`config.mk`:
```
export PLATFORM = sky130hd
export DESIGN_NAME = conv_pe
export DESIGN_NICKNAME = d
export VERILOG_FILES = /design/src/cnn_pkg.sv /design/src/conv_pe.sv
export SDC_FILE = /design/constraint.sdc
export NUM_CORES = 2
export LEC_CHECK = 0
export BUFFER_PORTS_ARGS = -buffer_cell sky130_fd_sc_hd__buf_2
export CAP_MARGIN = 20
export CORE_MARGIN = 3
export CORE_UTILIZATION = 41
export CTS_CLUSTER_SIZE = 30
export DETAILED_ROUTE_END_ITERATION = 8
export HOLD_SLACK_MARGIN = 0.12
export PLACE_DENSITY = 0.56
export SYNTH_ARGS = -nofsm -noshare
export SYNTH_HDL_FRONTEND = slang
export SYNTH_SLANG_ARGS = --single-unit
```
`constraint.sdc`:
```
create_clock -name clk -period 1.1 [get_ports clk]
set_clock_uncertainty 0.15 [all_clocks]
set_input_delay 0.11 -clock clk [delete_from_list [all_inputs] [get_ports clk]]
set_output_delay 0.11 -clock clk [all_outputs]
set_load 0.03 [all_outputs]
```
`src/cnn_pkg.sv`:
```
`default_nettype none

package cnn_pkg;

  localparam int DATA_W      = 32;
  localparam int BYTE_W      = 8;
  localparam int WORD_BYTES  = DATA_W / BYTE_W;
  localparam int NUM_FILT    = 8;
  localparam int K_DIM       = 5;
  localparam int K_TAPS      = 25;
  localparam int FM_ROWS     = 6;
  localparam int FM_COLS     = 8;
  localparam int FM_BYTES    = FM_ROWS * FM_COLS;
  localparam int FM_WORDS    = 12;
  localparam int W_BYTES     = NUM_FILT * K_TAPS;
  localparam int W_WORDS     = 50;
  localparam int OUT_WORDS   = 4;
  localparam int OUT_CREDITS = 2;
  localparam int QUANT_SHIFT = 7;
  localparam int ACC_W       = 32;

  localparam int NUM_WIN  = 8;  // 2x4 output block
  localparam int POOL_WIN = 4;  // results per pooled byte
  localparam int POOL_LAT = 3;  // window load to pool step

  // address and counter widths
  localparam int FM_AW  = $clog2(FM_WORDS);
  localparam int W_AW   = $clog2(W_WORDS);
  localparam int OUT_AW = $clog2(OUT_WORDS);
  localparam int CRED_W = $clog2(OUT_CREDITS + 1);

  // controller states
  localparam logic [2:0] ST_IDLE  = 3'd0;
  localparam logic [2:0] ST_LOAD  = 3'd1;
  localparam logic [2:0] ST_WIN   = 3'd2;
  localparam logic [2:0] ST_FLUSH = 3'd3;
  localparam logic [2:0] ST_DRAIN = 3'd4;

  // memory word, whole or as bytes (byte 0 is the msb)
  typedef union packed {
    logic [DATA_W-1:0]                   word;
    logic [0:WORD_BYTES-1][BYTE_W-1:0]   bytes;
  } mem_word_u;

endpackage

`default_nettype wire

```
`src/conv_pe.sv`:
```
`default_nettype none

module conv_pe (
  input  wire logic                                         clk,
  input  wire logic                                         rst,
  input  wire logic [cnn_pkg::K_TAPS-1:0][cnn_pkg::BYTE_W-1:0] i_window,
  input  wire logic [cnn_pkg::K_TAPS-1:0][cnn_pkg::BYTE_W-1:0] i_weights,
  output logic [cnn_pkg::BYTE_W-1:0]                        o_result
);

  logic signed [cnn_pkg::ACC_W-1:0] acc;
  logic signed [cnn_pkg::ACC_W-1:0] scaled;
  logic [cnn_pkg::BYTE_W-1:0]       quant;

  always_comb begin
    acc = '0;
    for (int t = 0; t < cnn_pkg::K_TAPS; t++) begin
      // unsigned pixel times signed weight
      acc = acc + $signed({1'b0, i_window[t]}) * $signed(i_weights[t]);
    end
    scaled = acc[cnn_pkg::ACC_W-1] ? '0 : (acc >>> cnn_pkg::QUANT_SHIFT);  // relu first
    // saturate to one byte
    quant = (|scaled[cnn_pkg::ACC_W-1:cnn_pkg::BYTE_W]) ? '1 : scaled[cnn_pkg::BYTE_W-1:0];
  end

  always_ff @(posedge clk or posedge rst) begin
    if (rst) begin
      o_result <= '0;
    end else begin
      o_result <= quant;
    end
  end

endmodule

`default_nettype wire

```
==> impl_results.md <==
* Most frequent cells in the layout: inv_1, fa_1, and2_1, ha_1, buf_4
* Max Fclk at 105 MHz
* Root Driver: clkbuf_16
* Failing checks: setup timing
* Die ar. at between 150,000 and 200,000 um^2
* Async S/R FF share, synth at 1.00
* Max Buffers Root-to-Sink at 2
* Placer Congestion at 0.961
* Delay-heaviest family, CP: adder cells
* Slowest stage cell, crit path: fa_2
* ANT nets after route at 0
* CP Class: input port to flip-flop
* Max reg flops at 8
* EDFF count, synth at 0
* Clock sink count at 8
* I/O pins at 410
* Crit-path most repeated cell: fa_1
* Slew Limit Fails at 0
* Most frequently used flop master after synthesis: dfrtp_1
* Period utilization at 8.64
* Largest net degree at the start of global routing at 11
* Buffers and inverters on the worst path at 7
* Avg Inst Size Synth at between 9 and 10 um^2
* Worst Max-Slew Pin Slew at 0.515 ns
* Required time worst endpoint at roughly 1.0 ns
* GRT Overall Usage at 0.255
* Initial Util at 0.416
* #FFs+latches synth at 8
* CTS tree: done
* Hold Crit Class: input port to async pin
* Overflow after GRT at 0
* Number of max-cap violations at 0
* Die Ht at 392 um
* Layout cell share with drive strength beyond 1 at 0.186
* Post-layout worst setup margin at -8.40 ns
* Crit path max fanout at 8
* Outcome: complete, but fails checks
* Drt initial violations at 2,022
* Startpoint types: input port
* Global-route wire length before repair at 293,000 um
* Rows at 140
* Slowest stage delay, CP at 0.65 ns
* Slew HR at 0.655
* Vias at 43,800
* DR vias/cell at 4.69
* Syn nets at a little over 9,000
* Worst-path clk slew at 0.04 ns
* Mapped Area at just over 60,000 um^2
* Vias in the first global route at 49,600
* Detail Placement HPWL at 181,000 um
* Data arrival time of the worst path at 9.44 ns
* Final min period at 9.50 ns
* Die X at 392 um
* CORE AREA at 147,000 um^2
* Synth unique cells at 54
* IO Port Bufs at 409
* Synth Warn # at 0
* Final WL at 189,000 um
* Top reg by flops: o_result
* Sequential area share after synthesis at 0.00328
* Final Hold Fails at 0
* Gate Count Post-Synth at 6,275
* CTS Buf Count at 3
* Min Hold Slack at approximately 0.24 ns
* Final number of setup-violating endpoints at 8
* Biggest regs: o_result x8
* DRC at 0
* Commonest non-fill, non-tap cell in the layout: inv_1
* Htree depth at 1
* Drt first pass iters at 5
* Routed len/inst at 20.3 um
* RSZ-0062 raised after global routing: yes
* NumNets Final at 10,300
* CP Capture Type: flip-flop
* Area growth syn-to-layout at 18.1%
* Antenna violations before repair at 40
-- cell type report --
cell class	count	area, um^2
tap	1917	2400
timing repair buffer	1133	7830
antenna	27	67.6
multi-input combinational	4274	54000
clock buffer	3	75.1
sequential	8	200
fill	14000	74600
inverter	1980	7460
-- tightest hold or removal path, cell delays in order --
cell and delay (ns):
dlygate4sd3_1 0.55, buf_2 0.12, inv_1 0.23
-- worst paths after layout --
| check | cells past startpoint | slack (ns) | endpoint | startpoint |
|---|---|---|---|---|
| max | 30 | -8.40 | o_result[7] | i_weights[15] |
| min | 3 | 0.24 | o_result[6] | rst |
| max in group asynchronous | 3 | 0.33 | o_result[5] | rst |
| min in group clk | 1 | 0.73 | o_result[7] | o_result[7] |
-- cells in the mapped netlist (all sizes together), types with 5 or more instances --
master | instances | area, um^2
a21o | 10 | 75.1
a21oi | 36 | 188
and2 | 889 | 5560
buf | 5 | 25.0
clkbuf | 8 | 30.0
clkinv | 8 | 30.0
dfrtp | 8 | 200
fa | 1686 | 33800
ha | 785 | 9820
inv | 1972 | 7400
nand2 | 532 | 2000
nand2b | 65 | 407
nand3 | 9 | 50.1
nor2 | 139 | 522
nor2b | 24 | 150
o211ai | 7 | 52.6
o21ai | 17 | 85.1
or2 | 5 | 31.3
xnor2 | 14 | 123
-- metrics by stage --
stage	setup WS (ns)	cells	area (um^2)	TNS [ns]	utilization
after global placement	-8.95	9295	70900	-71.51	0.484
after global routing	-8.66	9325	72000	-69.03	0.491
after CTS	-8.32	9312	71800	-66.37	0.490
final	-8.40	9342	72000	-67.03	0.491
after detailed placement	-8.99	9295	70900	-71.81	0.484
after floorplan	-8.02	6275	61200	-64.16	-
-- repair_timing --
action | 4_1_cts | 5_1_grt
buffers inserted | 15 | 3
gates resized for setup | 244 | 26
pin swaps | 145 | 21
hold buffers | 1 | 0
gates cloned | 0 | 0
endpoints found under the setup margin | 8 | 8
hold endpoints to repair | 8 | 0
-- cells by family after synthesis --
| logic type | share of synthesized area |
|---|---|
| fa+ha+maj | 0.714 |
| buf+inv | 0.123 |
| simple gates | 0.145 |
| compound gates | 0.0116 |
| xor+xnor | 0.00259 |
| flops | 0.00328 |
| mux | 0.000492 |
-- routing by layer --
layer / wire length [um] / GRT usage
met1: 77500 / 0.329
met2: 96100 / 0.454
met3: 9570 / 0.0306
met4: 5970 / 0.0642
met5: 108 / 0
Power is not shown: default switching activity piles up to over one toggle a cycle in this logic, so the estimate is an artifact.
