[src/cnn_pkg.sv]
`default_nettype none

package cnn_pkg;

  localparam int DATA_W      = 32;
  localparam int BYTE_W      = 8;
  localparam int WORD_BYTES  = DATA_W / BYTE_W;
  localparam int NUM_FILT    = 8;
  localparam int K_DIM       = 5;
  localparam int K_TAPS      = 25;
  localparam int FM_ROWS     = 6;
  localparam int FM_COLS     = 8;
  localparam int FM_BYTES    = FM_ROWS * FM_COLS;
  localparam int FM_WORDS    = 12;
  localparam int W_BYTES     = NUM_FILT * K_TAPS;
  localparam int W_WORDS     = 50;
  localparam int OUT_WORDS   = 4;
  localparam int OUT_CREDITS = 2;
  localparam int QUANT_SHIFT = 7;
  localparam int ACC_W       = 32;

  localparam int NUM_WIN  = 8;  // 2x4 output block
  localparam int POOL_WIN = 4;  // results per pooled byte
  localparam int POOL_LAT = 3;  // window load to pool step

  // address and counter widths
  localparam int FM_AW  = $clog2(FM_WORDS);
  localparam int W_AW   = $clog2(W_WORDS);
  localparam int OUT_AW = $clog2(OUT_WORDS);
  localparam int CRED_W = $clog2(OUT_CREDITS + 1);

  // controller states
  localparam logic [2:0] ST_IDLE  = 3'd0;
  localparam logic [2:0] ST_LOAD  = 3'd1;
  localparam logic [2:0] ST_WIN   = 3'd2;
  localparam logic [2:0] ST_FLUSH = 3'd3;
  localparam logic [2:0] ST_DRAIN = 3'd4;

  // memory word, whole or as bytes (byte 0 is the msb)
  typedef union packed {
    logic [DATA_W-1:0]                   word;
    logic [0:WORD_BYTES-1][BYTE_W-1:0]   bytes;
  } mem_word_u;

endpackage

`default_nettype wire

[src/weight_cache.sv]
`default_nettype none

module weight_cache (
  input  wire logic                       clk,
  input  wire logic                       rst,
  input  wire logic                       i_fill,
  input  wire logic [cnn_pkg::W_AW-1:0]   i_fill_idx,
  input  wire cnn_pkg::mem_word_u         i_fill_data,
  output logic [cnn_pkg::W_BYTES-1:0][cnn_pkg::BYTE_W-1:0] o_weights
);

  // byte f*25+i*5+j is filter f, kernel row i, column j
  always_ff @(posedge clk or posedge rst) begin
    if (rst) begin
      o_weights <= '0;
    end else if (i_fill) begin
      for (int b = 0; b < cnn_pkg::WORD_BYTES; b++) begin
        o_weights[int'(i_fill_idx) * cnn_pkg::WORD_BYTES + b] <= i_fill_data.bytes[b];
      end
    end
  end

endmodule

`default_nettype wire
[config.mk]
export PLATFORM = sky130hd
export DESIGN_NAME = weight_cache
export DESIGN_NICKNAME = d
export VERILOG_FILES = /design/src/cnn_pkg.sv /design/src/weight_cache.sv
export SDC_FILE = /design/constraint.sdc
export NUM_CORES = 2
export LEC_CHECK = 0
export BUFFER_PORTS_ARGS = -buffer_cell sky130_fd_sc_hd__buf_4
export CORE_AREA = 2 2 631 633
export DETAILED_ROUTE_END_ITERATION = 6
export DIE_AREA = 0 0 633 635
export MAX_ROUTING_LAYER = met4
export SYNTH_ARGS = -nofsm -noshare
export SYNTH_HDL_FRONTEND = slang
export SYNTH_SLANG_ARGS = --single-unit
[constraint.sdc]
create_clock -name clk -period 64.7 [get_ports clk]
set_input_delay 16.175 -clock clk [delete_from_list [all_inputs] [get_ports clk]]
set_output_delay 16.175 -clock clk [all_outputs]
set_load 0.005 [all_outputs]
==> results.yml <==
run_status:
  status: "complete, no violations"
clock_network:
  ctsRootBufferMaster: "clkbuf_16"
  clock_latency_ns: 0.81
  clock_sinks: 1600
  cts_setup_buffers: 0
  cts_tree: "done"
  numCtsBuffers: 178
  cts_hold_buf: 0
  htree_levels: 4
  max-clock-path-buffers: 4
  cts.clk_slew.worst_paths_ns: 0.06
  cts_resized: 0
logic_synthesis:
  synthCells: 3596
  ys_seq_area_share_pct: 66.63
  syn_area_per_cell_um2: 16.71
  yosysWarnings: 0
  syn_nets: 3637
  syn_area_mm2: 0.06009
  synth_seq_cells: 1600
  synthDistinctLibCells: 31
die:
  die_width_um: 633
  core_mm2: 0.3948
  num_rows: 231
  start_util_pct: 15.22
  die_h_um: 635
  pin_count: 1641
  die_area_mm2: 0.4020
worst_setup_path:
  cpMostUsedCell: "buf_4"
  slowest_delay_ns: 0.90
  worst_setup_path_end_kind: "async pin"
  r2r.worst_path.cells: 1
  worstPathCellList: "buf_4 > inv_8 > buf_4 > buf_4 > buf_4 > buf_4 > buf_4"
  cp_slowest_cell: "buf_4"
  path_class: "in2async"
  crit_fanout: 112
  crit_required_ns: 65.49
  start_kind: "input pin"
  worstPathArrival_ns: 20.96
sta:
  drv_slew: 0
  slew_headroom_pct: 19.36
  fin_ws_ns: 44.53
  fin_crit_ns: 20.17
  period_share_pct: 31.18
  setup_tns_ns: 0
  skew_ns: 0
  fin_hold_ws_ns: 0.4851
  fmax_mhz: 49.57
  setup_viol: 0
  tightest_slew_ns: 1.210
  hold_viol: 0
  grt_setup_unrepaired: "no"
layout:
  final_util_pct: 21.43
  final_cell_area_mm2: 0.08459
  stdcell_count: 10610
  regMostFlops: "o_weights"
  largest_reg_flops: 1600
  drive_gt1_share_pct: 67.36
  register_area_mm2: 0.04004
  nets: 5231
  fillerInstances: 41850
  multi_input_area_mm2: 0.01877
  top_regs: "o_weights: 1600 flops"
  synthToLayoutAreaGrowth_pct: 40.77
power_and_ir_drop:
  power_frac_clock_pct: 38.5
  p_leak_nw: 41.85
  p_total_mw: 2.721
  p_comb_share_pct: 17.0
  p_sw_share_pct: 26.48
  irDropWorstVdd_uv: 21.04
  internal_power_mw: 2.001
  switchingPower_mw: 0.7206
  power_density_mw_per_mm2: 32.17
  seq_power_share_pct: 44.5
routing:
  post_drt_wl_per_cell_um: 25.91
  dr.pass1.iters: 5
  vias: 39480
  via_per_inst: 3.723
  drt_iter0_markers: 2575
  routed_wl_um: 274800
  ant_nets: 0
  route.detailed.drc: 0
global_route:
  grt_overflow: 0
  grt_first_pass_wirelength_um: 361000
  grt_pass1_vias: 40570
  grt_use_total_pct: 13.42
  grt_max_degree: 166
  antenna_found_initial: 59
worst_hold_path:
  holdCritPathClass: "reg2reg"
  hold_path_depth: 1
place:
  io_buffers: 1640
  place_area_mm2: 0.07845
  hpwl_um: 184800
  dp_cells: 10250
  gp_congestion: 0.7675
  post-place-ws_ns: 43.41
flow_run:
  maxCapViolations: 0
worst max-delay path, delay by kind of cell:
| kind | cells | cell delay (ns) |
|---|---|---|
| buf+inv | 7 | 4.45 |
final cells by class:
cell class / count / share of cell area (%)
Sequential cell: 1600 / 47.33
Timing Repair Buffer: 1736 / 15.45
Antenna cell: 39 / 0.1154
Inverter: 1 / 0.01331
Multi-Input combinational cell: 1673 / 22.19
Clock inverter: 75 / 1.133
Tap cell: 5242 / 7.753
Clock buffer: 240 / 6.015
Yosys cell counts (all sizes together):
cell     count  area [um2]
dfrtp     1600       40040
mux2      1600       18020
clkbuf     165       620.6
buf        157       893.3
nor2        22       112.6
nand2       21       78.83
and4bb       4       50.05
nand4b       4       53.80
and4b        3       30.03
and3b        2       17.52
nand3        2       10.01
nand3b       2       15.01
nor3         2       15.01
nor3b        2       15.01
or3b         2       20.02
or4b         2       20.02
inv          1       3.750
nand4        1       12.51
nand4bb      1       27.53
nor4         1       12.51
nor4b        1       23.77
or3          1       6.260
placed cells by master (no fill, tap or decap), types with 2 or more instances in the layout:
cell type   netlist  layout
clkinv_16         0       5
clkinv_2          0      35
clkbuf_8          0      38
buf_4            28    1733
clkinvlp_4        0       8
and4bb_2          3       3
buf_12            0       3
inv_8             0       3
inv_6             0       5
mux2_1          102     102
diode_2           0      39
and4b_2           0       2
clkinv_4          0       2
mux2_2         1498    1498
nand4b_2          3       3
dfrtp_1        1600    1600
or4b_2            0       2
clkbuf_16         0     179
nand2_2           0      15
bufinv_16         0      14
nand2_4           0       5
nor2_4            0      21
nor3b_1           2       2
clkbuf_1        164      23
nand3b_1          2       2
clkinv_8          0       3
and3b_1           2       2
power groups by stage:
stage / Clock (mW) / Sequential (mW) / Combinational [mW]
after floorplan: 0 / 1.23 / 0.142
after global placement: 0 / 1.22 / 0.463
after detailed placement: 0 / 1.23 / 0.469
after CTS: 1.07 / 1.21 / 0.470
after global routing: 1.11 / 1.22 / 0.487
final: 1.05 / 1.21 / 0.463
final timing paths:
path / start / to / slack (ns)
hold / removal: o_weights[1597]$_DFFE_PP0P_ / o_weights[1597]$_DFFE_PP0P_ / 0.49
min in group asynchronous: rst / o_weights[858]$_DFFE_PP0P_ / 15.52
setup reg to reg: o_weights[614]$_DFFE_PP0P_ / o_weights[614]$_DFFE_PP0P_ / 63.74
max in group clk: i_fill_idx[2] / o_weights[1584]$_DFFE_PP0P_ / 46.71
hold reg to reg: o_weights[1597]$_DFFE_PP0P_ / o_weights[1597]$_DFFE_PP0P_ / 0.49
setup / recovery: rst / o_weights[909]$_DFFE_PP0P_ / 44.53
per-layer routing:
metal | wire length (um) | part of all wire [%] | global-route usage (%)
met1 | 104200 | 38 | 15.04
met2 | 139600 | 51 | 23.38
met3 | 20310 | 7.4 | 2.995
met4 | 10710 | 3.9 | 4.650
met5 | 0 | 0 | -
cells by family (layout without fill, tap and decap cells):
family | count (synthesis) | after routing | share of synthesized area, %
flops | 1600 | 1600 | 66.63
simple gates | 73 | 73 | 0.8661
mux | 1600 | 1600 | 29.98
other cells | 0 | 39 | 0
buf+inv | 323 | 2052 | 2.526
Power figures use the tool's default switching activity.
