**src/cnn_pkg.sv**
```systemverilog
`default_nettype none

package cnn_pkg;

  localparam int DATA_W      = 32;
  localparam int BYTE_W      = 8;
  localparam int WORD_BYTES  = DATA_W / BYTE_W;
  localparam int NUM_FILT    = 8;
  localparam int K_DIM       = 5;
  localparam int K_TAPS      = 25;
  localparam int FM_ROWS     = 6;
  localparam int FM_COLS     = 8;
  localparam int FM_BYTES    = FM_ROWS * FM_COLS;
  localparam int FM_WORDS    = 12;
  localparam int W_BYTES     = NUM_FILT * K_TAPS;
  localparam int W_WORDS     = 50;
  localparam int OUT_WORDS   = 4;
  localparam int OUT_CREDITS = 2;
  localparam int QUANT_SHIFT = 7;
  localparam int ACC_W       = 32;

  localparam int NUM_WIN  = 8;  // 2x4 output block
  localparam int POOL_WIN = 4;  // results per pooled byte
  localparam int POOL_LAT = 3;  // window load to pool step

  // address and counter widths
  localparam int FM_AW  = $clog2(FM_WORDS);
  localparam int W_AW   = $clog2(W_WORDS);
  localparam int OUT_AW = $clog2(OUT_WORDS);
  localparam int CRED_W = $clog2(OUT_CREDITS + 1);

  // controller states
  localparam logic [2:0] ST_IDLE  = 3'd0;
  localparam logic [2:0] ST_LOAD  = 3'd1;
  localparam logic [2:0] ST_WIN   = 3'd2;
  localparam logic [2:0] ST_FLUSH = 3'd3;
  localparam logic [2:0] ST_DRAIN = 3'd4;

  // memory word, whole or as bytes (byte 0 is the msb)
  typedef union packed {
    logic [DATA_W-1:0]                   word;
    logic [0:WORD_BYTES-1][BYTE_W-1:0]   bytes;
  } mem_word_u;

endpackage

`default_nettype wire

```
**src/tile_ctrl.sv**
```systemverilog
`default_nettype none

module tile_ctrl (
  input  wire logic                       clk,
  input  wire logic                       rst,
  input  wire logic                       i_start,
  input  wire logic                       i_out_done,
  output logic                            o_busy,
  output logic                            o_done,
  output logic                            o_fm_rd,
  output logic [cnn_pkg::FM_AW-1:0]       o_fm_addr,
  output logic                            o_w_rd,
  output logic [cnn_pkg::W_AW-1:0]        o_w_addr,
  output logic                            o_fm_fill,
  output logic                            o_w_fill,
  output logic [cnn_pkg::W_AW-1:0]        o_fill_idx,
  output logic                            o_win_load,
  output logic                            o_win_row,
  output logic [1:0]                      o_win_col,
  output logic                            o_pe_capture,
  output logic                            o_pool_step,
  output logic                            o_drain
);

  logic [2:0]                      state_q;
  logic [cnn_pkg::W_AW-1:0]        step_q;
  logic [1:0]                      cap_pipe_q;   // window reg, then pe reg
  logic [cnn_pkg::POOL_LAT-1:0]    pool_pipe_q;
  logic                            group_end;

  always_ff @(posedge clk or posedge rst) begin
    if (rst) begin
      state_q <= cnn_pkg::ST_IDLE;
      step_q  <= '0;
    end else begin
      case (state_q)
        cnn_pkg::ST_IDLE: begin
          if (i_start) begin
            state_q <= cnn_pkg::ST_LOAD;
            step_q  <= '0;
          end
        end
        cnn_pkg::ST_LOAD: begin  // one extra cycle for the last fill
          if (step_q == cnn_pkg::W_WORDS) begin
            state_q <= cnn_pkg::ST_WIN;
            step_q  <= '0;
          end else begin
            step_q <= step_q + 1'b1;
          end
        end
        cnn_pkg::ST_WIN: begin
          if (step_q == cnn_pkg::NUM_WIN - 1) begin
            state_q <= cnn_pkg::ST_FLUSH;
            step_q  <= '0;
          end else begin
            step_q <= step_q + 1'b1;
          end
        end
        cnn_pkg::ST_FLUSH: begin  // let the last pool step land
          if (step_q == cnn_pkg::POOL_LAT - 1) begin
            state_q <= cnn_pkg::ST_DRAIN;
            step_q  <= '0;
          end else begin
            step_q <= step_q + 1'b1;
          end
        end
        cnn_pkg::ST_DRAIN: begin
          if (i_out_done) state_q <= cnn_pkg::ST_IDLE;
        end
        default: state_q <= cnn_pkg::ST_IDLE;
      endcase
    end
  end

  assign o_busy   = (state_q != cnn_pkg::ST_IDLE);
  assign o_w_rd   = (state_q == cnn_pkg::ST_LOAD) && (step_q < cnn_pkg::W_WORDS);
  assign o_fm_rd  = (state_q == cnn_pkg::ST_LOAD) && (step_q < cnn_pkg::FM_WORDS);
  assign o_w_addr  = step_q;
  assign o_fm_addr = step_q[cnn_pkg::FM_AW-1:0];

  // window order (0,0) (0,1) (1,0) (1,1) (0,2) (0,3) (1,2) (1,3)
  assign o_win_load = (state_q == cnn_pkg::ST_WIN);
  assign o_win_row  = step_q[1];
  assign o_win_col  = {step_q[2], step_q[0]};
  assign group_end  = o_win_load && (step_q[1:0] == 2'b11);

  assign o_drain = (state_q == cnn_pkg::ST_DRAIN);
  assign o_done  = o_drain && i_out_done;

  always_ff @(posedge clk or posedge rst) begin
    if (rst) begin
      cap_pipe_q  <= '0;
      pool_pipe_q <= '0;
      o_fm_fill   <= 1'b0;
      o_w_fill    <= 1'b0;
    end else begin
      cap_pipe_q  <= {cap_pipe_q[0], o_win_load};
      pool_pipe_q <= {pool_pipe_q[cnn_pkg::POOL_LAT-2:0], group_end};
      o_fm_fill   <= o_fm_rd;  // data returns one cycle after the read
      o_w_fill    <= o_w_rd;
    end
  end

  always_ff @(posedge clk) begin
    o_fill_idx <= o_w_addr;  // both reads share the step index
  end

  assign o_pe_capture = cap_pipe_q[1];
  assign o_pool_step  = pool_pipe_q[cnn_pkg::POOL_LAT-1];

  a_rd_addr_range: assert property (@(posedge clk) disable iff (rst)
    (o_fm_rd -> (o_fm_addr < cnn_pkg::FM_WORDS)) && (o_w_rd -> (o_w_addr < cnn_pkg::W_WORDS)));

endmodule

`default_nettype wire

```
**config.mk**
```make
export PLATFORM = sky130hd
export DESIGN_NAME = tile_ctrl
export DESIGN_NICKNAME = d
export VERILOG_FILES = /design/src/cnn_pkg.sv /design/src/tile_ctrl.sv
export SDC_FILE = /design/constraint.sdc
export NUM_CORES = 1
export LEC_CHECK = 0
export ABC_AREA = 1
export BUFFER_PORTS_ARGS = -buffer_cell sky130_fd_sc_hd__buf_2
export CAP_MARGIN = 20
export CORE_UTILIZATION = 49
export CTS_CLUSTER_SIZE = 14
export DETAILED_ROUTE_END_ITERATION = 12
export HOLD_SLACK_MARGIN = 0.03
export PLACE_DENSITY = 0.77
export SLEW_MARGIN = 30
export SYNTH_ARGS = -nofsm -noshare
export SYNTH_HDL_FRONTEND = slang
export SYNTH_SLANG_ARGS = --single-unit
```
**constraint.sdc**
```tcl
create_clock -name clk -period 1.8 [get_ports clk]
set_input_delay 0.09 -clock clk [delete_from_list [all_inputs] [get_ports clk]]
set_output_delay 0.09 -clock clk [all_outputs]
set_load 0.03 [all_outputs]
```
==> metrics.md <==
| Metric | Value |
|---|---|
| Outcome | finished, final reports clean |
| Clock Path Buffers | 2 |
| Worst EP arrival | 1.47 ns |
| WP buf/inv | 1 |
| Clk root buf | clkbuf_4 |
| Top cells by area, synth | dfrtp_1 38%, dfxtp_1 12%, nand2_1 10% |
| Gr usage total | 18.3% |
| Die W | 48.1 µm |
| Clock transition at the registers of the reported paths | 0.11 ns |
| Commonest non-fill, non-tap cell in the layout | buf_2 |
| Routability Congestion | 0.853 |
| Critical-path maximum fanout | 11 |
| HP Class | in2reg |
| Critical path's top delay family | flip-flops |
| Sequential area share after synthesis | 49.9% |
| Setup ws final | 0.240 ns |
| Worst Setup Start Kind | flip-flop |
| Global-route wire length before repair | 2770 µm |
| Area growth syn-to-layout | 18.0% |
| Worst r2r dst | o_w_addr[0] |
| Fmax | 641 MHz |
| Fin crit share | 86.7% |
| Antenna Nets Post-Route | 0 |
| Post-CTS setup repair buffer count | 0 |
| Worst-margin pin slew | 0.597 ns |
| Most frequent cells in the layout | 32 x buf_2, 28 x nand2_1, 16 x inv_1, 16 x dfrtp_1, 14 x nand3_1 |
| Iter 0 DRT Violations | 8 |
| Syn avg cell area | 8.47 µm² |
| Setup Crit Path Kind | reg2out |
| Detailed Place HPWL | 1480 µm |
| WL/cell | 10.6 µm |
| Reg2reg path depth | 8 |
| I/O pins | 33 |
| Number of diodes | 0 |
| Wl on met1 | 838 µm |
| Worst Skew | 0.00505 ns |
| Unrepaired setup endpoints after global routing | no |
| Reg2reg setup slack | 0.29 ns |
| Vias in the first global route | 627 |
| Yosys top cell by area | dfrtp_1 |
| Max-slew violations | 0 |
| Mapped cell area | 1040 µm² |
| Worst R2R Start | o_w_addr[1] |
| Post-synthesis register bit count | 22 |
| CTS buffer count | 3 |
| Worst Setup End Kind | output port |
| Worst min-delay path endpoint | state_q[2] |
| Syn Inst Count | 123 |
| Metal2 WL | 962 µm |
| Top cell type's share of synthesized area | 38.4% |
| Total global routing overflow | 0 |
| 1st-pass router iterations | 4 |
| Final min period | 1.56 ns |
| CP max stage delay | 0.51 ns |
| Initial Util | 52.6% |
| Layout cells sized above 1 | 31.4% |
| Clk sinks | 22 |
| Die area | 2320 µm² |
| # resized after CTS | 0 |
| Hold wc startpoint | i_out_done |
| Buffers on Ports | 32 |
| Clk_lat worst skew | 0.31 ns |
| Max Cap Viol | 0 |
| Cell Chain, Critical Path | nor2_2 > nand2_1 > a21oi_1 > buf_2 |
| Finished layout cell area | 1230 µm² |
| Total wire length | 1910 µm |
| Initial antenna violation count | 0 |
| Core ar. | 1980 µm² |
| WL met3 | 72 µm |
| Post-layout net count | 160 |
| Max H-tree Level | 1 |
| WP data required | 1.71 ns |
| DR vias | 869 |
| Pre-CTS setup slack | 0.314 ns |
| Min Hold Slack | 0.0779 ns |
| Distinct cells, synth | 22 |
| Yosys warns | 0 |
| Cells on Worst Hold Path | 4 |
| Final TNS setup | 0 ns |
| Rel. slew slack | 60.2% |
| Vias per cell | 4.83 |
| TritonCTS clock tree | built |
| Rows | 16 |
| Crit-path slowest cell | dfrtp_1 |
| Chip height | 48.1 µm |
| Final hold vios | 0 |
| Placement Cell Area | 1180 µm² |
| DR top layer | met4 |
| Net Count, Synth | 129 |
| Finish-stage setup viols | 0 |
| DRC errors left | 0 |
| Largest net degree at the start of global routing | 17 |
## kinds of logic after synthesis
kind of cell / synth area share [%]
AO/OA/AOI/OAI: 3.72
XOR/XNOR: 0.840
adder cells (fa/ha/maj): 2.40
buffers and inverters: 12.4
flip-flops: 49.9
AND/OR/NAND/NOR: 30.7
## metal layers
layer	vias up	GRT usage (%)
li1	443	-
met1	398	22.5
met2	23	30.3
met3	5	3.33
met4	0	10.0
met5	-	0
## worst register-to-register path: cells and delay by family, from the launching register on
family | cells | cell delay, ns
flip-flops | 1 | 0.50
AND/OR/NAND/NOR | 4 | 0.40
adder cells (fa/ha/maj) | 1 | 0.26
buffers and inverters | 2 | 0.15
AO/OA/AOI/OAI | 1 | 0.09
## through the flow
step                      utilization, %  std cells
after floorplan                        -        123
after global placement              59.7        175
after detailed placement            59.7        175
after CTS                           62.1        180
after global routing                62.1        180
final                               62.1        180
## synth_stat cells, drive strengths merged
master / instances
nor3: 1
xor2: 1
inv: 19
a31oi: 1
ha: 2
dfxtp: 6
nand3b: 1
nand2: 32
o21ai: 4
buf: 7
a21oi: 1
o211ai: 1
nor2: 12
nand4: 4
dfrtp: 16
nand3: 15
## registers in the layout, indices dropped and copies added, names as in the netlist
register / cells
cap_pipe_q: 2
o_fill_idx: 6
o_fm_fill: 1
o_w_addr: 6
o_w_fill: 1
pool_pipe_q: 3
state_q: 3
## final cells by class
class                           instances  area, µm²
Fill cell                             184        752
Sequential cell                        22        520
Multi-Input combinational cell         75        393
Timing Repair Buffer                   33        170
Inverter                               19       76.3
Clock buffer                            4       36.3
Tap cell                               27       33.8
## timing repair
item | CTS | global route
hold buffers | 1 | 0
setup endpoints to repair | 0 | 0
hold endpoints to repair | 16 | 0
## worst max-delay path by stage
stage | start | end | slack [ns] | cells past startpoint
floorplan | o_w_addr[1] | o_w_addr[0] | 0.22 | 8
global placement | o_w_addr[0] | state_q[0] | 0.37 | 7
detailed placement | o_w_addr[1] | o_w_addr[0] | 0.31 | 8
CTS | o_w_addr[2] | o_w_rd | 0.23 | 4
global route | o_w_addr[2] | o_w_rd | 0.10 | 4
finish | o_w_addr[2] | o_w_rd | 0.24 | 4
Power is not shown: default switching activity piles up to over one toggle a cycle in this logic, so the estimate is an artifact.
