--- src/cnn_pkg.sv ---
`default_nettype none

package cnn_pkg;

  localparam int DATA_W      = 32;
  localparam int BYTE_W      = 8;
  localparam int WORD_BYTES  = DATA_W / BYTE_W;
  localparam int NUM_FILT    = 8;
  localparam int K_DIM       = 5;
  localparam int K_TAPS      = 25;
  localparam int FM_ROWS     = 6;
  localparam int FM_COLS     = 8;
  localparam int FM_BYTES    = FM_ROWS * FM_COLS;
  localparam int FM_WORDS    = 12;
  localparam int W_BYTES     = NUM_FILT * K_TAPS;
  localparam int W_WORDS     = 50;
  localparam int OUT_WORDS   = 4;
  localparam int OUT_CREDITS = 2;
  localparam int QUANT_SHIFT = 7;
  localparam int ACC_W       = 32;

  localparam int NUM_WIN  = 8;  // 2x4 output block
  localparam int POOL_WIN = 4;  // results per pooled byte
  localparam int POOL_LAT = 3;  // window load to pool step

  // address and counter widths
  localparam int FM_AW  = $clog2(FM_WORDS);
  localparam int W_AW   = $clog2(W_WORDS);
  localparam int OUT_AW = $clog2(OUT_WORDS);
  localparam int CRED_W = $clog2(OUT_CREDITS + 1);

  // controller states
  localparam logic [2:0] ST_IDLE  = 3'd0;
  localparam logic [2:0] ST_LOAD  = 3'd1;
  localparam logic [2:0] ST_WIN   = 3'd2;
  localparam logic [2:0] ST_FLUSH = 3'd3;
  localparam logic [2:0] ST_DRAIN = 3'd4;

  // memory word, whole or as bytes (byte 0 is the msb)
  typedef union packed {
    logic [DATA_W-1:0]                   word;
    logic [0:WORD_BYTES-1][BYTE_W-1:0]   bytes;
  } mem_word_u;

endpackage

`default_nettype wire

--- src/fmap_cache.sv ---
`default_nettype none

module fmap_cache (
  input  wire logic                       clk,
  input  wire logic                       rst,
  input  wire logic                       i_fill,
  input  wire logic [cnn_pkg::W_AW-1:0]   i_fill_idx,
  input  wire cnn_pkg::mem_word_u         i_fill_data,
  input  wire logic                       i_win_load,
  input  wire logic                       i_win_row,
  input  wire logic [1:0]                 i_win_col,
  output logic [cnn_pkg::K_TAPS-1:0][cnn_pkg::BYTE_W-1:0] o_window
);

  // tile store, byte r*8+c is row r column c
  logic [cnn_pkg::BYTE_W-1:0] store [cnn_pkg::FM_BYTES];

  always_ff @(posedge clk or posedge rst) begin
    if (rst) begin
      for (int k = 0; k < cnn_pkg::FM_BYTES; k++) begin
        store[k] <= '0;
      end
    end else if (i_fill) begin
      for (int b = 0; b < cnn_pkg::WORD_BYTES; b++) begin
        store[int'(i_fill_idx) * cnn_pkg::WORD_BYTES + b] <= i_fill_data.bytes[b];
      end
    end
  end

  // 5x5 block with its top-left corner at (row, col)
  always_ff @(posedge clk) begin
    if (i_win_load) begin
      for (int i = 0; i < cnn_pkg::K_DIM; i++) begin
        for (int j = 0; j < cnn_pkg::K_DIM; j++) begin
          o_window[i * cnn_pkg::K_DIM + j] <=
            store[(int'(i_win_row) + i) * cnn_pkg::FM_COLS + int'(i_win_col) + j];
        end
      end
    end
  end

endmodule

`default_nettype wire

--- config.mk ---
export PLATFORM = sky130hd
export DESIGN_NAME = fmap_cache
export DESIGN_NICKNAME = d
export VERILOG_FILES = /design/src/cnn_pkg.sv /design/src/fmap_cache.sv
export SDC_FILE = /design/constraint.sdc
export NUM_CORES = 1
export LEC_CHECK = 0
export BUFFER_PORTS_ARGS = -buffer_cell sky130_fd_sc_hd__buf_2
export CAP_MARGIN = 20
export CORE_MARGIN = 2
export CORE_UTILIZATION = 40
export DETAILED_ROUTE_END_ITERATION = 10
export PLACE_DENSITY = 0.67
export SYNTH_ARGS = -nofsm -noshare
export SYNTH_HDL_FRONTEND = slang
export SYNTH_SLANG_ARGS = --single-unit
--- constraint.sdc ---
create_clock -name clk -period 18.55 [get_ports clk]
set_input_delay 1.855 -clock clk [delete_from_list [all_inputs] [get_ports clk]]
set_output_delay 1.855 -clock clk [all_outputs]
set_load 0.01 [all_outputs]
==> results.py, run 1 <==
metrics = {
    "floorplanning": {
        "core_sq_mm": 0.07595,
        "initial_core_util_pct": 40.45,
        "die_h_microns": 281.1,
        "ios": 245,
        "die_w_microns": 281.1,
        "die-area_sq_mm": 0.07904,
        "fp-row-count": 101,
    },
    "placement": {
        "dp.final_hpwl_microns": 63080,
        "port_buffers": 244,
        "pre_cts_ws_ns": 12.68,
        "gp_congestion": 0.8471,
    },
    "clock_network": {
        "cts_buffer_depth": 3,
        "cts_resized": 0,
        "hold_buffers": 0,
        "root_buffer": "clkbuf_16",
        "clk_latency_ns": 0.64,
        "clock-sinks": 584,
        "cts_buffers": 61,
        "clk_pin_slew_worst_paths_ns": 0.06,
        "cts_max_level": 2,
        "cts_tree": "done",
        "cts_setup_buffers": 0,
    },
    "pwr": {
        "combPwrFrac_pct": 19.3,
        "p_sw_mw": 1.031,
        "power.density_mw_per_mm2": 103.3,
        "p_leak_nw": 15.20,
        "internal_power_mw": 2.563,
        "p_sw_share_pct": 28.68,
        "p_clk_share_pct": 34.1,
        "pwr-share-seq_pct": 46.6,
        "ir_worst_vdd_v": 0.00007825,
    },
    "drt": {
        "drtIter0Drc": 2011,
        "num_vias": 19895,
        "drc_errors": 0,
        "post_drt_wl_per_cell_microns": 28.30,
        "wl_microns": 93250,
        "via_per_inst": 6.038,
        "ant_nets": 0,
        "firstDrtPassIters": 7,
    },
    "hold_path": {
        "hp-start": "store[256]",
        "hold_path.class": "reg2reg",
    },
    "status": {
        "status": "completed",
    },
    "global_routing": {
        "grt_use_total_pct": 23.57,
        "antenna_found_initial": 7,
        "grt_pass1_wl_microns": 137700,
        "grt_pass1_vias": 19895,
        "grt-ovfl-total": 0,
        "grt_max_degree": 186,
    },
    "sta": {
        "max_slew_margin_pct": 21.97,
        "final_hold_viol_count": 0,
        "clock.fmax_mhz": 205.5,
        "period_share_pct": 26.23,
        "setup-violations-final": 0,
        "rsz0062_at_grt": "false",
        "tns_ns": 0,
        "worst_pin_slew_ns": 1.168,
        "setup_slack_ns": 13.68,
        "slew_violations": 0,
        "min_period_ns": 4.866,
        "fin_skew_ns": 0.02205,
    },
    "finish": {
        "nets": 2257,
        "syn_to_final_growth_pct": 13.19,
        "drive_above_1_share_pct": 46.05,
        "final_cell_mix": "384 x dfrtp_1, 360 x nand2_1, 353 x mux2_2",
        "final_common_cell": "dfrtp_1",
    },
    "yosys": {
        "yosysWarnings": 0,
        "netlist_area_sq_mm": 0.03072,
        "synth_edf_count": 200,
        "async_flop_share_pct": 65.75,
        "synth_cells": 2058,
        "synth_seq_area_share_pct": 50.82,
        "syn_avg_cell_area_sq_um": 14.93,
        "synthFlopType": "dfrtp_1",
        "syn_nets": 2105,
        "synth_cell_types": 29,
        "synth_seq_cells": 584,
    },
    "setup_path": {
        "r2r-start": "store[105]",
        "crit_fanout": 78,
        "endpoint_kind": "register",
        "cp.required_ns": 18.90,
        "crit_type": "in2reg",
        "arrival_ns": 5.22,
        "start_kind": "input port",
        "r2r_setup_slack_ns": 16.85,
        "crit_path_start": "i_win_col[0]",
    },
    "run": {
        "cap_violations": 0,
    },
}
==> power groups by stage <==
stage	sequential (mW)	clock [mW]	combinational [mW]
after floorplan	1.66	0	0.446
after global placement	1.68	0	0.676
after detailed placement	1.69	0	0.689
after CTS	1.67	1.25	0.693
after global routing	1.69	1.30	0.742
final	1.68	1.22	0.692
==> per-layer routing <==
metal | share of wire (%) | vias up | track usage (%)
met2 | 48 | 969 | 37.69
met3 | 8.5 | 135 | 5.179
li1 | - | 8152 | -
met4 | 3.9 | 2 | 8.611
met5 | 0.017 | - | 0
met1 | 40 | 10637 | 31.64
==> Yosys cell counts, types with 2 or more instances <==
cell | instances | area share [%]
or4b_4 | 2 | 0.090
mux2_4 | 30 | 1.5
mux2_2 | 353 | 13
nand2_1 | 360 | 4.4
nand3b_1 | 2 | 0.049
ha_1 | 2 | 0.081
nor2b_1 | 4 | 0.081
mux2i_1 | 176 | 5.7
and2_1 | 2 | 0.041
buf_12 | 3 | 0.20
buf_2 | 62 | 1.0
nor2_1 | 11 | 0.13
nand3_1 | 2 | 0.033
inv_1 | 3 | 0.037
mux4_2 | 272 | 20
dfrtp_1 | 384 | 31
a22oi_1 | 32 | 0.78
o21ai_0 | 32 | 0.52
edfxtp_1 | 200 | 20
buf_1 | 32 | 0.39
clkbuf_1 | 86 | 1.1
==> critical path, stage by stage <==
cell and delay, ns:
buf_8 0.53, buf_4 0.83, buf_4 0.86, mux4_2 0.60, a22oi_1 0.24, o21ai_0 0.12
==> metrics by stage <==
step           util, %  power (mW)  hold WS, ns  cells  instance area [sq um]
4_1_cts          45.71       3.614       0.5291   3291                  34720
3_3_place_gp     43.09       2.360       0.5078   3175                  32730
3_5_place_dp     43.09       2.383       0.5161   3175                  32730
5_1_grt          45.79       3.730       0.5491   3294                  34770
6_report         45.79       3.593       0.5287   3295                  34780
2_1_floorplan        -       2.107       0.4959   2058                  30720
==> state kept, by name, summed over array words and instances, names as in the netlist <==
name,count
o_window,200
store,384
==> final cells by class <==
type                       count  area (sq um)
inverter                       4         27.53
timing repair buffer         273          1535
fill                        6650         41170
antenna                        2         5.005
multi-input combinational   1286         14320
sequential                   584         15620
clock buffer                  76          1624
clock inverter                40         364.1
tap                         1030          1289
==> cells by family (layout without fill, tap and decap cells) <==
| family | after synthesis | count (layout) | share of synthesized area [%] |
|---|---|---|---|
| flops | 584 | 584 | 50.82 |
| fa+ha+maj | 2 | 2 | 0.08144 |
| simple gates | 388 | 388 | 4.944 |
| mux | 832 | 832 | 40.11 |
| buf+inv | 188 | 393 | 2.733 |
| other cells | 0 | 2 | 0 |
| compound gates | 64 | 64 | 1.303 |
==> worst paths after layout <==
kind	end	cells after the start
hold / removal	store[256]	1
setup / recovery	o_window[189]	6
hold reg to reg	store[256]	1
setup reg to reg	o_window[185]	3
min in group asynchronous	store[119]	2
max in group asynchronous	store[146]	5
Power figures use the tool's default switching activity.
==> run 2, diff against run 1 <==
Settings changed: ABC_AREA from default to 1, PLACE_DENSITY 0.67 to 0.69.
Clock period 18.55 ns to 4.25 ns, I/O delays scaled along.
==> results.py, run 2 <==
metrics = {
    "finish": {
        "largest_reg_flops": 384,
        "drive_above_1_share_pct": 11.14,
        "regMostFlops": "store",
        "reg.largest.list": "store x384, o_window x200",
        "nFillCells": 7679,
        "final_common_cell": "nand2_1",
        "syn_to_final_growth_pct": 12.50,
        "nets": 4158,
        "stdcell_area_sq_mm": 0.03494,
        "final_cell_mix": "1,565 x nand2_1, 834 x nand3_1, 435 x o21ai_1",
        "multi_input_area_sq_mm": 0.01363,
        "seq_area_sq_mm": 0.01562,
        "final_util_pct": 45.26,
    },
    "placement": {
        "postPlaceCellArea_sq_mm": 0.03269,
        "gp_congestion": 0.9437,
        "port_buffers": 244,
        "dp.final_hpwl_microns": 79750,
    },
    "clock_network": {
        "clk_pin_slew_worst_paths_ns": 0.06,
        "clk_latency_ns": 0.63,
        "cts_tree": "done",
        "cts_buffers": 69,
        "cts_buffer_depth": 3,
        "cts_max_level": 3,
        "cts_resized": 0,
        "root_buffer": "clkbuf_16",
        "clock-sinks": 584,
    },
    "sta": {
        "min_period_ns": 2.330,
        "hold_slack_ns": 0.04517,
        "rsz0062_at_grt": "false",
        "fin_skew_ns": 0.03241,
        "final_hold_viol_count": 0,
        "period_share_pct": 54.81,
        "clock.fmax_mhz": 429.3,
        "max_slew_margin_pct": 30.87,
        "worst_pin_slew_ns": 1.036,
        "setup-violations-final": 0,
        "slew_violations": 0,
    },
    "yosys": {
        "synthTopCellsByArea": "dfrtp_1 31%, edfxtp_1 19%, nand2_1 19%, nand3_1 13%, o21ai_1 7.0%",
        "synth_seq_area_share_pct": 50.27,
        "synthFlopType": "dfrtp_1",
        "async_flop_share_pct": 65.75,
        "netlist_area_sq_mm": 0.03106,
        "syn_avg_cell_area_sq_um": 7.626,
        "synth_seq_cells": 584,
        "synth_cells": 4073,
        "synth_area_leader_cell": "dfrtp_1",
        "synthMostInstantiatedCell": "nand2_1",
        "yosysWarnings": 0,
        "synth_edf_count": 200,
        "synth_cell_types": 28,
        "syn_nets": 4120,
        "yosys.area.top_type_share_pct": 30.94,
        "synth_top_cells_by_count": "1,566 x nand2_1, 834 x nand3_1, 435 x o21ai_1",
    },
    "pwr": {
        "p_leak_nw": 16.19,
        "p_sw_share_pct": 32.00,
        "internal_power_mw": 11.01,
        "pwr-share-seq_pct": 44.4,
        "combPwrFrac_pct": 18.9,
        "p_clk_share_pct": 36.8,
        "p_sw_mw": 5.183,
        "finalPower_mw": 16.20,
        "ir_worst_vdd_v": 0.0002404,
        "power.density_mw_per_mm2": 463.6,
    },
    "drt": {
        "via_per_inst": 5.838,
        "drtIter0Drc": 4544,
        "post_drt_wl_per_cell_microns": 23.21,
        "drt-met1-wl_microns": 46990,
        "firstDrtPassIters": 6,
        "highest_layer": "met5",
        "wl_met3_microns": 14910,
        "drc_errors": 0,
        "wl_met2_microns": 50980,
        "ant_nets": 0,
        "num_vias": 30403,
        "wl_microns": 120900,
    },
    "setup_path": {
        "critPathMaxStageDelay_ns": 0.42,
        "start_kind": "input port",
        "crit_path_start": "i_win_col[0]",
        "crit_fanout": 63,
        "cp_cell_sequence": "buf_8 > inv_8 > ha_4 > inv_6 > buf_4 > nand3_1 > nand3_1 > nand2_1 > nand2_1 > nand2_1",
        "r2r-start": "store[285]",
        "endpoint_kind": "register",
        "critPathSlowestCell": "inv_6",
        "worst-r2r-cell-count": 5,
        "crit_type": "in2reg",
        "arrival_ns": 2.71,
        "cp.required_ns": 4.63,
        "worst_path_most_repeated_cell": "nand2_1",
    },
    "floorplanning": {
        "initial_core_util_pct": 40.23,
        "fp-row-count": 102,
        "die_h_microns": 282.7,
        "ios": 245,
        "die_w_microns": 282.7,
        "core_sq_mm": 0.07721,
        "die-area_sq_mm": 0.07989,
    },
    "global_routing": {
        "grt_pass1_vias": 27331,
        "antenna_found_initial": 14,
        "grt-ovfl-total": 0,
        "grt_use_total_pct": 29.98,
        "grt_max_degree": 197,
        "grt_pass1_wl_microns": 177100,
    },
    "run": {
        "cap_violations": 0,
    },
    "hold_path": {
        "holdPathStages": 3,
        "hold_path.class": "in2reg",
        "hp-start": "i_fill_data[26]",
    },
    "status": {
        "status": "completed",
    },
}
## run 2: cell types whose count changed after synthesis, moves of 30 or more
cell / before / now
a21oi_1: 0 / 67
a22oi_1: 32 / 0
buf_2: 62 / 123
clkbuf_1: 86 / 133
inv_1: 3 / 67
mux2_2: 353 / 0
mux2_4: 30 / 0
mux2i_1: 176 / 0
mux4_2: 272 / 0
nand2_1: 360 / 1566
nand3_1: 2 / 834
nor2_1: 11 / 51
o21ai_0: 32 / 67
o21ai_1: 0 / 435
## run 2: timing repair
item / CTS / global route
setup endpoints to repair: 0 / 0
endpoints found under the hold margin: 17 / 0
buffers inserted: 0 / 0
hold buffers: 1 / 0
## run 2: final timing paths
path / endpoint / slack [ns]
setup / recovery: o_window[90] / 1.92
hold / removal: store[154] / 0.05
setup reg to reg: o_window[77] / 2.57
hold reg to reg: store[36] / 0.51
max in group asynchronous: store[345] / 2.78
min in group asynchronous: store[92] / 0.45
## run 2: stage by stage
| step | std cells | setup TNS [ns] | setup WS [ns] |
|---|---|---|---|
| after floorplan | 4073 | -513.40 | -1.337 |
| after global placement | 5079 | 0 | 1.415 |
| after detailed placement | 5079 | 0 | 1.382 |
| after CTS | 5206 | 0 | 2.028 |
| after global routing | 5206 | 0 | 1.854 |
| final | 5208 | 0 | 1.920 |
## run 2: worst max-delay path, delay by kind of cell
| family | cells | cell delay [ns] |
|---|---|---|
| simple gates | 5 | 0.47 |
| fa+ha+maj | 1 | 0.34 |
| buf+inv | 4 | 1.33 |
## run 2: cell families after synthesis
family	Yosys count	synth area share [%]
adders and majority gates	2	0.08055
and+or+nand+nor	2495	34.07
DFF	584	50.27
AOI/OAI and AO/OA	588	9.652
buffers and inverters	404	5.922
## run 2: power by group through the flow
stage / clock network (mW) / logic (mW) / registers (mW)
after detailed placement: 0 / 3.00 / 7.24
final: 5.96 / 3.06 / 7.18
after floorplan: 0 / 1.94 / 7.11
after global routing: 6.21 / 3.40 / 7.24
after global placement: 0 / 2.94 / 7.24
after CTS: 6.00 / 3.01 / 7.15
## run 2: final cells by class
class | count | share of cell area (%)
flip-flops and latches | 584 | 44.69
inverters | 77 | 0.9024
repair buffers | 294 | 5.267
well taps | 1040 | 3.724
diodes | 2 | 0.01432
clock buffers | 88 | 5.468
multi-input cells | 3085 | 39.00
clock inverters | 38 | 0.9346
## run 2: routing by layer
layer	GRT usage [%]	vias to the layer above
met2	43.48	2003
li1	-	13727
met3	8.293	341
met5	0	-
met1	40.04	14324
met4	17.54	8
